## config.mk

```make
export PLATFORM = sky130hd
export DESIGN_NAME = fpss_top
export DESIGN_NICKNAME = d
export VERILOG_FILES = /design/src/fp_types_pkg.sv /design/src/acc_bus_pkg.sv /design/src/fpss_collect.sv /design/src/fpss_decode.sv /design/src/fpss_dispatch.sv /design/src/fpss_lane.sv /design/src/fpss_top.sv
export VERILOG_INCLUDE_DIRS = /design/src /design/src/src
export SDC_FILE = /design/constraint.sdc
export NUM_CORES = 1
export LEC_CHECK = 0
export BUFFER_PORTS_ARGS = -buffer_cell sky130_fd_sc_hd__buf_2
export CELL_PAD_IN_SITES_DETAIL_PLACEMENT = 1
export CELL_PAD_IN_SITES_GLOBAL_PLACEMENT = 1
export CORE_MARGIN = 8
export CORE_UTILIZATION = 35
export DETAILED_ROUTE_END_ITERATION = 10
export GPL_TIMING_DRIVEN = 0
export PLACE_DENSITY = 0.63
export SYNTH_ARGS = -nofsm -noshare
export SYNTH_HDL_FRONTEND = slang
export SYNTH_HIERARCHICAL = 1
export SYNTH_SLANG_ARGS = --single-unit
```

## constraint.sdc

```tcl
create_clock -name clk_i -period 18.3 [get_ports clk_i]
set_input_delay 3.66 -clock clk_i [delete_from_list [all_inputs] [get_ports clk_i]]
set_output_delay 3.66 -clock clk_i [all_outputs]
set_load 0.05 [all_outputs]
```

## src/fpss_consts.svh

```systemverilog
/* Shared constants of the FP subsystem: word widths, lane count, OP-FP
   encodings and canonical NaNs. Include wherever one of them is needed. */
`ifndef FPSS_CONSTS_SVH
`define FPSS_CONSTS_SVH

// Datapath and tag widths
`define FPSS_FLEN      32
`define FPSS_NUM_LANES 2
`define FPSS_TAG_W     5

// Major opcode of all kept instructions
`define FPSS_OPC_OP_FP 7'b1010011

// funct7, low two bits select the format (00 single, 10 half)
`define FPSS_F7_SGNJ_S    7'b0010000
`define FPSS_F7_SGNJ_H    7'b0010010
`define FPSS_F7_MINMAX_S  7'b0010100
`define FPSS_F7_MINMAX_H  7'b0010110
`define FPSS_F7_CMP_S     7'b1010000
`define FPSS_F7_CMP_H     7'b1010010
`define FPSS_F7_CLASSMV_S 7'b1110000
`define FPSS_F7_CLASSMV_H 7'b1110010

// Canonical quiet NaNs
`define FPSS_QNAN_S 32'h7fc00000
`define FPSS_QNAN_H 16'h7e00

`endif

```

## src/fp_types_pkg.sv

```systemverilog
/* Floating-point format types shared by the decoder and the lanes */
package fp_types_pkg;

  // One register word, seen as FP32 or as NaN-boxed FP16
  typedef union packed {
    struct packed {
      logic        sign;
      logic [7:0]  exp;
      logic [22:0] man;
    } s;
    struct packed {
      logic [15:0] box;
      logic        sign;
      logic [4:0]  exp;
      logic [9:0]  man;
    } h;
  } fp_word_u;

  typedef enum logic {
    FP32 = 1'b0,
    FP16 = 1'b1
  } fp_fmt_e;

  typedef enum logic [3:0] {
    SGNJ,
    SGNJN,
    SGNJX,
    MIN,
    MAX,
    FEQ,
    FLT,
    FLE,
    CLASS,
    MVX
  } fp_op_e;

  // FCLASS result, bit 0 is negative infinity
  typedef struct packed {
    logic qnan;
    logic snan;
    logic pos_inf;
    logic pos_norm;
    logic pos_sub;
    logic pos_zero;
    logic neg_zero;
    logic neg_sub;
    logic neg_norm;
    logic neg_inf;
  } fp_class_t;

endpackage

```

## src/acc_bus_pkg.sv

```systemverilog
/* Accelerator port types: request, response, the lane issue word and
   the core event strobes */
`include "fpss_consts.svh"

package acc_bus_pkg;
  import fp_types_pkg::*;

  typedef struct packed {
    logic [`FPSS_TAG_W-1:0] id;
    logic [31:0]            data_op;
    logic [`FPSS_FLEN-1:0]  arga;
    logic [`FPSS_FLEN-1:0]  argb;
  } acc_req_t;

  typedef struct packed {
    logic [`FPSS_TAG_W-1:0] id;
    logic [`FPSS_FLEN-1:0]  data;
    logic                   error;
  } acc_resp_t;

  // Decoded instruction handed from the dispatcher to one lane
  typedef struct packed {
    logic [`FPSS_TAG_W-1:0] id;
    fp_op_e                 op;
    fp_fmt_e                fmt;
    logic                   illegal;
    logic [`FPSS_FLEN-1:0]  arga;
    logic [`FPSS_FLEN-1:0]  argb;
  } lane_op_t;

  typedef struct packed {
    logic issue_fpu;
    logic retire_fpu;
  } core_events_t;

endpackage

```

## src/fpss_collect.sv

```systemverilog
/* Response side. Drains the lanes in the same round-robin order the
   dispatcher fills them, so responses leave in request order. */
`timescale 1ns/100ps
`include "fpss_consts.svh"

module fpss_collect (
  input  logic                                          clk_i,
  input  logic                                          reset_i,
  input  acc_bus_pkg::acc_resp_t [`FPSS_NUM_LANES-1:0]  lane_result_i,
  input  logic                   [`FPSS_NUM_LANES-1:0]  lane_valid_i,
  output logic                   [`FPSS_NUM_LANES-1:0]  take_o,
  output acc_bus_pkg::acc_resp_t                        acc_resp_o,
  output logic                                          acc_resp_valid_o,
  input  logic                                          acc_resp_ready_i,
  output logic                                          retire_event_o
);

  localparam int PTR_W = (`FPSS_NUM_LANES > 1) ? $clog2(`FPSS_NUM_LANES) : 1;

  logic [PTR_W-1:0] ptr_q;
  logic             xfer;
  logic             retire_q;

  // Pointed lane straight onto the port
  assign acc_resp_o       = lane_result_i[ptr_q];
  assign acc_resp_valid_o = lane_valid_i[ptr_q];
  assign xfer             = acc_resp_valid_o & acc_resp_ready_i;

  always_comb begin
    take_o        = '0;
    take_o[ptr_q] = xfer;
  end

  always_ff @(posedge clk_i) begin
    if (reset_i) begin
      ptr_q    <= '0;
      retire_q <= 1'b0;
    end else begin
      retire_q <= xfer;
      if (xfer) begin
        ptr_q <= (ptr_q == PTR_W'(`FPSS_NUM_LANES - 1)) ? '0 : ptr_q + 1'b1;
      end
    end
  end

  assign retire_event_o = retire_q;

  resp_stable_when_stalled: assert property (
    @(posedge clk_i) disable iff (reset_i)
    acc_resp_valid_o && !acc_resp_ready_i |=> acc_resp_valid_o && $stable(acc_resp_o)
  );

endmodule

```

## src/fpss_decode.sv

```systemverilog
/* Instruction decoder. Maps an OP-FP word onto operation and format;
   anything outside the kept set comes out as illegal. */
`timescale 1ns/100ps
`include "fpss_consts.svh"

module fpss_decode (
  input  logic                 [31:0] instr_i,
  output fp_types_pkg::fp_op_e        op_o,
  output fp_types_pkg::fp_fmt_e       fmt_o,
  output logic                        illegal_o
);
  import fp_types_pkg::*;

  logic [6:0] opcode;
  logic [6:0] funct7;
  logic [2:0] funct3;
  logic [4:0] rs2;

  assign opcode = instr_i[6:0];
  assign funct3 = instr_i[14:12];
  assign rs2    = instr_i[24:20];
  assign funct7 = instr_i[31:25];

  always_comb begin
    op_o      = SGNJ;
    fmt_o     = FP32;
    illegal_o = 1'b1;
    if (opcode == `FPSS_OPC_OP_FP) begin
      // Format field sits in funct7[1:0]
      fmt_o = funct7[1] ? FP16 : FP32;
      case (funct7)
        `FPSS_F7_SGNJ_S, `FPSS_F7_SGNJ_H: begin
          illegal_o = 1'b0;
          case (funct3)
            3'b000:  op_o = SGNJ;
            3'b001:  op_o = SGNJN;
            3'b010:  op_o = SGNJX;
            default: illegal_o = 1'b1;
          endcase
        end
        `FPSS_F7_MINMAX_S, `FPSS_F7_MINMAX_H: begin
          illegal_o = 1'b0;
          case (funct3)
            3'b000:  op_o = MIN;
            3'b001:  op_o = MAX;
            default: illegal_o = 1'b1;
          endcase
        end
        `FPSS_F7_CMP_S, `FPSS_F7_CMP_H: begin
          illegal_o = 1'b0;
          case (funct3)
            3'b010:  op_o = FEQ;
            3'b001:  op_o = FLT;
            3'b000:  op_o = FLE;
            default: illegal_o = 1'b1;
          endcase
        end
        `FPSS_F7_CLASSMV_S, `FPSS_F7_CLASSMV_H: begin
          // Unary ops, rs2 must be zero
          illegal_o = (rs2 != 5'd0);
          case (funct3)
            3'b000:  op_o = MVX;
            3'b001:  op_o = CLASS;
            default: illegal_o = 1'b1;
          endcase
        end
        default: illegal_o = 1'b1;
      endcase
    end
  end

endmodule

```

## src/fpss_dispatch.sv

```systemverilog
/* Request side: one input register, decode, and round-robin issue to the
   execution lanes. Back-pressures the core while the pointed lane is busy. */
`timescale 1ns/100ps
`include "fpss_consts.svh"

module fpss_dispatch (
  input  logic                                  clk_i,
  input  logic                                  reset_i,
  input  acc_bus_pkg::acc_req_t                 acc_req_i,
  input  logic                                  acc_req_valid_i,
  output logic                                  acc_req_ready_o,
  output acc_bus_pkg::lane_op_t                 lane_op_o,
  output logic             [`FPSS_NUM_LANES-1:0] issue_valid_o,
  input  logic             [`FPSS_NUM_LANES-1:0] lane_ready_i,
  output logic                                  issue_event_o
);
  import fp_types_pkg::*;
  import acc_bus_pkg::*;

  localparam int PTR_W = (`FPSS_NUM_LANES > 1) ? $clog2(`FPSS_NUM_LANES) : 1;

  acc_req_t   req_q;
  logic       full_q;
  logic [PTR_W-1:0] ptr_q;
  fp_op_e     dec_op;
  fp_fmt_e    dec_fmt;
  logic       dec_illegal;
  logic       issue;
  logic       issue_q;

  fpss_decode i_decode (
    .instr_i   ( req_q.data_op ),
    .op_o      ( dec_op        ),
    .fmt_o     ( dec_fmt       ),
    .illegal_o ( dec_illegal   )
  );

  // ----------------------------------------
  // Issue to the pointed lane
  // ----------------------------------------
  assign issue           = full_q & lane_ready_i[ptr_q];
  assign acc_req_ready_o = ~full_q | issue;

  always_comb begin
    issue_valid_o        = '0;
    issue_valid_o[ptr_q] = issue;
  end

  assign lane_op_o = '{
    id:      req_q.id,
    op:      dec_op,
    fmt:     dec_fmt,
    illegal: dec_illegal,
    arga:    req_q.arga,
    argb:    req_q.argb
  };

  // Input register
  always_ff @(posedge clk_i) begin
    if (acc_req_valid_i && acc_req_ready_o) begin
      req_q <= acc_req_i;
    end
  end

  always_ff @(posedge clk_i) begin
    if (reset_i) begin
      full_q  <= 1'b0;
      ptr_q   <= '0;
      issue_q <= 1'b0;
    end else begin
      issue_q <= issue;
      if (acc_req_ready_o) begin
        full_q <= acc_req_valid_i;
      end
      if (issue) begin
        ptr_q <= (ptr_q == PTR_W'(`FPSS_NUM_LANES - 1)) ? '0 : ptr_q + 1'b1;
      end
    end
  end

  assign issue_event_o = issue_q;

  // Core side holds a stalled request steady until it is taken
  req_held_while_stalled: assert property (
    @(posedge clk_i) disable iff (reset_i)
    acc_req_valid_i && !acc_req_ready_o |=> acc_req_valid_i && $stable(acc_req_i)
  );

endmodule

```

## src/fpss_lane.sv

```systemverilog
/* One execution lane. Computes sign injection, min/max, compare, class and
   move results in a single cycle and holds the result until it is drained. */
`timescale 1ns/100ps
`include "fpss_consts.svh"

module fpss_lane (
  input  logic                   clk_i,
  input  logic                   reset_i,
  input  acc_bus_pkg::lane_op_t  lane_op_i,
  input  logic                   issue_i,
  output logic                   ready_o,
  output acc_bus_pkg::acc_resp_t result_o,
  output logic                   valid_o,
  input  logic                   take_i
);
  import fp_types_pkg::*;
  import acc_bus_pkg::*;

  // Format-independent view of one operand
  typedef struct packed {
    logic        sgn;
    logic        exp_zero;
    logic        exp_ones;
    logic        man_zero;
    logic        quiet;
    logic [30:0] mag;
  } opnd_t;

  localparam logic [31:0] QNAN_H_BOXED = {16'hffff, `FPSS_QNAN_H};

  // Unboxed half operands read as the canonical NaN
  function automatic fp_word_u box_fix(input logic [31:0] w, input fp_fmt_e fmt);
    fp_word_u u;
    u = w;
    if (fmt == FP16 && u.h.box != 16'hffff) begin
      u = QNAN_H_BOXED;
    end
    return u;
  endfunction

  function automatic opnd_t unpack(input fp_word_u u, input fp_fmt_e fmt);
    opnd_t o;
    if (fmt == FP32) begin
      o.sgn      = u.s.sign;
      o.exp_zero = (u.s.exp == '0);
      o.exp_ones = &u.s.exp;
      o.man_zero = (u.s.man == '0);
      o.quiet    = u.s.man[22];
      o.mag      = {u.s.exp, u.s.man};
    end else begin
      o.sgn      = u.h.sign;
      o.exp_zero = (u.h.exp == '0);
      o.exp_ones = &u.h.exp;
      o.man_zero = (u.h.man == '0);
      o.quiet    = u.h.man[9];
      o.mag      = {16'b0, u.h.exp, u.h.man};
    end
    return o;
  endfunction

  fp_fmt_e     fmt;
  fp_word_u    a_w;
  fp_word_u    b_w;
  opnd_t       a;
  opnd_t       b;
  logic        a_nan;
  logic        b_nan;
  logic        both_zero;
  logic        lt_tot;
  logic        feq;
  logic        flt;
  logic        fle;
  logic        res_sgn;
  logic [31:0] qnan_w;
  logic [31:0] sgnj_res;
  logic [31:0] minmax_res;
  logic [31:0] mvx_res;
  fp_class_t   cls;
  acc_resp_t   result_d;
  acc_resp_t   result_q;
  logic        valid_q;

  assign fmt = lane_op_i.fmt;
  assign a_w = box_fix(lane_op_i.arga, fmt);
  assign b_w = box_fix(lane_op_i.argb, fmt);
  assign a   = unpack(a_w, fmt);
  assign b   = unpack(b_w, fmt);

  assign a_nan     = a.exp_ones & ~a.man_zero;
  assign b_nan     = b.exp_ones & ~b.man_zero;
  assign both_zero = (a.mag == '0) && (b.mag == '0);
  assign qnan_w    = (fmt == FP32) ? `FPSS_QNAN_S : QNAN_H_BOXED;

  // Total order on non-NaN values, -0 below +0
  always_comb begin
    if (a.sgn != b.sgn) begin
      lt_tot = a.sgn;
    end else if (a.sgn) begin
      lt_tot = a.mag > b.mag;
    end else begin
      lt_tot = a.mag < b.mag;
    end
  end

  // ----------------------------------------
  // Compare, min/max
  // ----------------------------------------
  assign feq = ~a_nan & ~b_nan & (((a.mag == b.mag) & (a.sgn == b.sgn)) | both_zero);
  assign flt = ~a_nan & ~b_nan & lt_tot & ~both_zero;
  assign fle = flt | feq;

  always_comb begin
    if (a_nan && b_nan) begin
      minmax_res = qnan_w;
    end else if (a_nan) begin
      minmax_res = b_w;
    end else if (b_nan) begin
      minmax_res = a_w;
    end else if (lane_op_i.op == MIN) begin
      minmax_res = lt_tot ? a_w : b_w;
    end else begin
      minmax_res = lt_tot ? b_w : a_w;
    end
  end

  // ----------------------------------------
  // Sign injection, class, move
  // ----------------------------------------
  always_comb begin
    case (lane_op_i.op)
      SGNJ:    res_sgn = b.sgn;
      SGNJN:   res_sgn = ~b.sgn;
      default: res_sgn = a.sgn ^ b.sgn;
    endcase
  end

  assign sgnj_res = (fmt == FP32) ? {res_sgn, a_w.s.exp, a_w.s.man}
                                  : {16'hffff, res_sgn, a_w.h.exp, a_w.h.man};

  assign cls.qnan     = a_nan & a.quiet;
  assign cls.snan     = a_nan & ~a.quiet;
  assign cls.pos_inf  = ~a.sgn & a.exp_ones & a.man_zero;
  assign cls.pos_norm = ~a.sgn & ~a.exp_zero & ~a.exp_ones;
  assign cls.pos_sub  = ~a.sgn & a.exp_zero & ~a.man_zero;
  assign cls.pos_zero = ~a.sgn & a.exp_zero & a.man_zero;
  assign cls.neg_zero = a.sgn & a.exp_zero & a.man_zero;
  assign cls.neg_sub  = a.sgn & a.exp_zero & ~a.man_zero;
  assign cls.neg_norm = a.sgn & ~a.exp_zero & ~a.exp_ones;
  assign cls.neg_inf  = a.sgn & a.exp_ones & a.man_zero;

  // Raw bit move, no NaN-box check
  assign mvx_res = (fmt == FP32) ? lane_op_i.arga
                                 : {{16{lane_op_i.arga[15]}}, lane_op_i.arga[15:0]};

  always_comb begin
    result_d.id    = lane_op_i.id;
    result_d.data  = '0;
    result_d.error = 1'b0;
    if (lane_op_i.illegal) begin
      result_d.error = 1'b1;
    end else begin
      case (lane_op_i.op)
        SGNJ, SGNJN, SGNJX: result_d.data = sgnj_res;
        MIN, MAX:           result_d.data = minmax_res;
        FEQ:                result_d.data = {31'b0, feq};
        FLT:                result_d.data = {31'b0, flt};
        FLE:                result_d.data = {31'b0, fle};
        CLASS:              result_d.data = {22'b0, cls};
        MVX:                result_d.data = mvx_res;
        default:            result_d.error = 1'b1;
      endcase
    end
  end

  // Result holding register
  always_ff @(posedge clk_i) begin
    if (issue_i) begin
      result_q <= result_d;
    end
  end

  always_ff @(posedge clk_i) begin
    if (reset_i) begin
      valid_q <= 1'b0;
    end else if (issue_i) begin
      valid_q <= 1'b1;
    end else if (take_i) begin
      valid_q <= 1'b0;
    end
  end

  assign ready_o  = ~valid_q;
  assign valid_o  = valid_q;
  assign result_o = result_q;

  no_issue_while_full: assert property (
    @(posedge clk_i) disable iff (reset_i)
    issue_i |-> !valid_q
  );

endmodule

```

## src/fpss_top.sv

```systemverilog
/* Top level of the FP subsystem on the accelerator port: dispatcher,
   NUM_LANES execution lanes and the in-order collector. */
`timescale 1ns/100ps
`include "fpss_consts.svh"

module fpss_top (
  input  logic                       clk_i,
  input  logic                       reset_i,
  input  acc_bus_pkg::acc_req_t      acc_req_i,
  input  logic                       acc_req_valid_i,
  output logic                       acc_req_ready_o,
  output acc_bus_pkg::acc_resp_t     acc_resp_o,
  output logic                       acc_resp_valid_o,
  input  logic                       acc_resp_ready_i,
  output acc_bus_pkg::core_events_t  core_events_o
);
  import acc_bus_pkg::*;

  lane_op_t                         lane_op;
  logic      [`FPSS_NUM_LANES-1:0]  issue_valid;
  logic      [`FPSS_NUM_LANES-1:0]  lane_ready;
  acc_resp_t [`FPSS_NUM_LANES-1:0]  lane_result;
  logic      [`FPSS_NUM_LANES-1:0]  lane_valid;
  logic      [`FPSS_NUM_LANES-1:0]  lane_take;

  fpss_dispatch i_dispatch (
    .clk_i,
    .reset_i,
    .acc_req_i,
    .acc_req_valid_i,
    .acc_req_ready_o,
    .lane_op_o     ( lane_op                 ),
    .issue_valid_o ( issue_valid             ),
    .lane_ready_i  ( lane_ready              ),
    .issue_event_o ( core_events_o.issue_fpu )
  );

  // Identical lanes share the issue word, selected by their valid bit
  for (genvar i = 0; i < `FPSS_NUM_LANES; i++) begin : gen_lanes
    fpss_lane i_lane (
      .clk_i,
      .reset_i,
      .lane_op_i ( lane_op        ),
      .issue_i   ( issue_valid[i] ),
      .ready_o   ( lane_ready[i]  ),
      .result_o  ( lane_result[i] ),
      .valid_o   ( lane_valid[i]  ),
      .take_i    ( lane_take[i]   )
    );
  end

  fpss_collect i_collect (
    .clk_i,
    .reset_i,
    .lane_result_i  ( lane_result              ),
    .lane_valid_i   ( lane_valid               ),
    .take_o         ( lane_take                ),
    .acc_resp_o,
    .acc_resp_valid_o,
    .acc_resp_ready_i,
    .retire_event_o ( core_events_o.retire_fpu )
  );

endmodule

```

==> results.toml <==
[drt]
ant_nets = 0
wl_met3_mm = 3.13
wl_met2_mm = 24.5
wl_mm = 52.2
drt-wirelength-per-cell_um = 26.6
wl_met1_mm = 23.1
route.detailed.drc = 0
dr.pass1.iters = 5
num_vias = 11827
via_per_inst = 6.02
top_layer = "met4"
drt_first_iter_violations = 1003

[setup_path]
startpoint_type = "flip-flop"
critical_path_class = "flip-flop to flip-flop"
cp.arrival_ns = 8.04
crit_fanout = 10
worstPathRequired_ns = 18.41
endpoint_kind = "flip-flop"

[place]
gp_congestion = 0.968
place_ws_ns = 10.43
port_buffers = 136
hpwl_mm = 39.5

[cts]
clock_path_buffers = 2
clk_pin_slew_ns = 0.07
cts_resized = 0
cts-buffers-inserted = 17
cts_setup_buffers = 0
cts.sink_count = 174
postCtsHoldBufs = 0
cts_tree = "built"
cts_root_buf = "clkbuf_16"
clkLatencyLatePin_ns = 0.46
htreeDepth = 4

[synth]
synth_area_per_cell_um2 = 9.60
ys_warn_count = 6
postSynthNetCount = 1490
syn-cell-area_um2 = 12700
syn_inst = 1325

[sta]
fin_crit_ns = 7.93
rsz0062_at_grt = "false"
worst_pin_slew_ns = 1.27
skew_ns = 0.0107
hold_violations = 0
tns_ns = 0
max_clock_freq_mhz = 126
period_share_pct = 43.3
layout_setup_ws_ns = 10.37
drv_slew = 0
slew_headroom_pct = 14.7
setup_violations = 0

[pwr]
power_w = 0.00109
p_leak_nw = 5.64
power_switching_w = 0.000331
intPower_w = 0.000755
clkPwrFrac_pct = 35.9
comb_power_share_pct = 21.4
p_sw_share_pct = 30.5
ir_drop_mv = 0.0672
p_seq_share_pct = 42.7
p_per_area_nw_per_um2 = 73.9

[global_routing]
grt_usage_pct = 24.4
grt-ovfl-total = 0
grt_pass1_wl_mm = 77.2
antenna_found_initial = 2
grt_pass1_vias = 12146
grt_max_degree = 41

[floorplanning]
die_w_um = 207
coreArea_um2 = 36200
die_area_um2 = 42700
rows = 70
die_h_um = 207
pin_count = 147
start_util_pct = 35.2

[job]
maxCapViolations = 0

[final_layout]
nets = 1649
antennaDiodeCount = 0
drive_gt1_share_pct = 22.7
area_growth_syn_to_layout_pct = 15.5
fillers = 4175

[min_path]
hold_path_class = "flip-flop to flip-flop"

[outcome]
outcome = "completed"
## sequential cells by signal, indices dropped and copies added, names as in the netlist
| name | flops |
|---|---|
| i_dispatch/req_q | 22 |
| i_dispatch/issue_event_o | 1 |
| i_dispatch/full_q | 1 |
| gen_lanes.i_lane/result_o | 76 |
| i_dispatch/lane_op_o | 69 |
| i_collect/ptr_q | 1 |
| gen_lanes.i_lane/valid_o | 2 |
| i_dispatch/ptr_q | 1 |
| i_collect/retire_event_o | 1 |
## cell type report
type                    count  area [um^2]  area share [%]
well taps                 468          586            3.98
multi-input cells         986         6640            45.1
repair buffers            140          761            5.18
clock inverters            14          180            1.23
plain buffers             134          840            5.71
flip-flops and latches    174         5150            35.1
clock buffers              17          425            2.89
inverters                  31          116           0.792
## critical path, cell delays in order (launching register included)
cell and delay (ns):
edfxtp_1 0.37, nand4bb_1 0.24, or2_2 0.34, nor2_1 0.10, buf_4 0.16, clkbuf_1 0.42
buf_1 0.42, clkbuf_1 0.55, clkbuf_1 0.46, nor2b_1 0.11, ha_1 0.33, nand4_1 0.18
nor4_1 0.74, nand3_1 0.14, o21ai_0 0.49, nor3_1 0.17, nor4b_4 0.55, mux2i_1 0.73
nand2_1 0.16, o311ai_0 0.91
## power by group through the flow
stage	combinational [W]	clock (W)	sequential, W
4_1_cts	0.000230	0.000401	0.000464
3_3_place_gp	0.000222	0	0.000475
2_1_floorplan	0.000155	0	0.000473
3_5_place_dp	0.000229	0	0.000473
5_1_grt	0.000248	0.000415	0.000465
6_report	0.000233	0.000391	0.000464
## cell usage in the layout, fill, tap and decap left out, types with 10 or more instances in the layout
master,instances
nand2b_1,17
or3_1,11
nor3_1,39
clkbuf_16,17
nand4_1,32
ha_1,60
o21ai_0,63
a21oi_1,68
o22ai_1,14
inv_1,31
mux2_2,39
a21o_1,14
o31ai_1,14
o221ai_1,16
o211ai_1,19
o21a_1,15
nor4_1,25
buf_2,141
o32ai_1,10
nor2_1,88
a221oi_1,10
nand2_1,158
buf_4,72
nor2b_1,39
edfxtp_1,167
nand3_1,35
clkbuf_1,45
and2_1,14
## worst paths after layout
path	slack [ns]	cells after the start	endpoint	from
worst max-delay path	10.37	19	gen_lanes[0].i_lane/result_o[26]	i_dispatch/req_q[66]
worst min-delay path	0.52	1	gen_lanes[0].i_lane/result_o[33]	i_dispatch/lane_op_o[70]
worst max register to register	10.37	19	gen_lanes[0].i_lane/result_o[26]	i_dispatch/req_q[66]
worst min register to register	0.52	1	gen_lanes[0].i_lane/result_o[33]	i_dispatch/lane_op_o[70]
## through the flow
step                util, %  hold slack, ns  cells  instance area [um^2]
floorplan                 -           0.496   1325                 12700
global placement       38.7           0.501   1929                 14000
detailed placement     39.0           0.509   1933                 14100
CTS                    40.6           0.523   1964                 14700
global route           40.6           0.541   1964                 14700
finish                 40.6           0.517   1964                 14700
## metal layers
layer,global-route usage (%),up-vias
met5,0,-
met4,8.69,0
met3,3.36,83
met2,40.2,422
met1,32.5,5971
li1,-,5351
No activity file was read; power rests on OpenSTA's default activity.
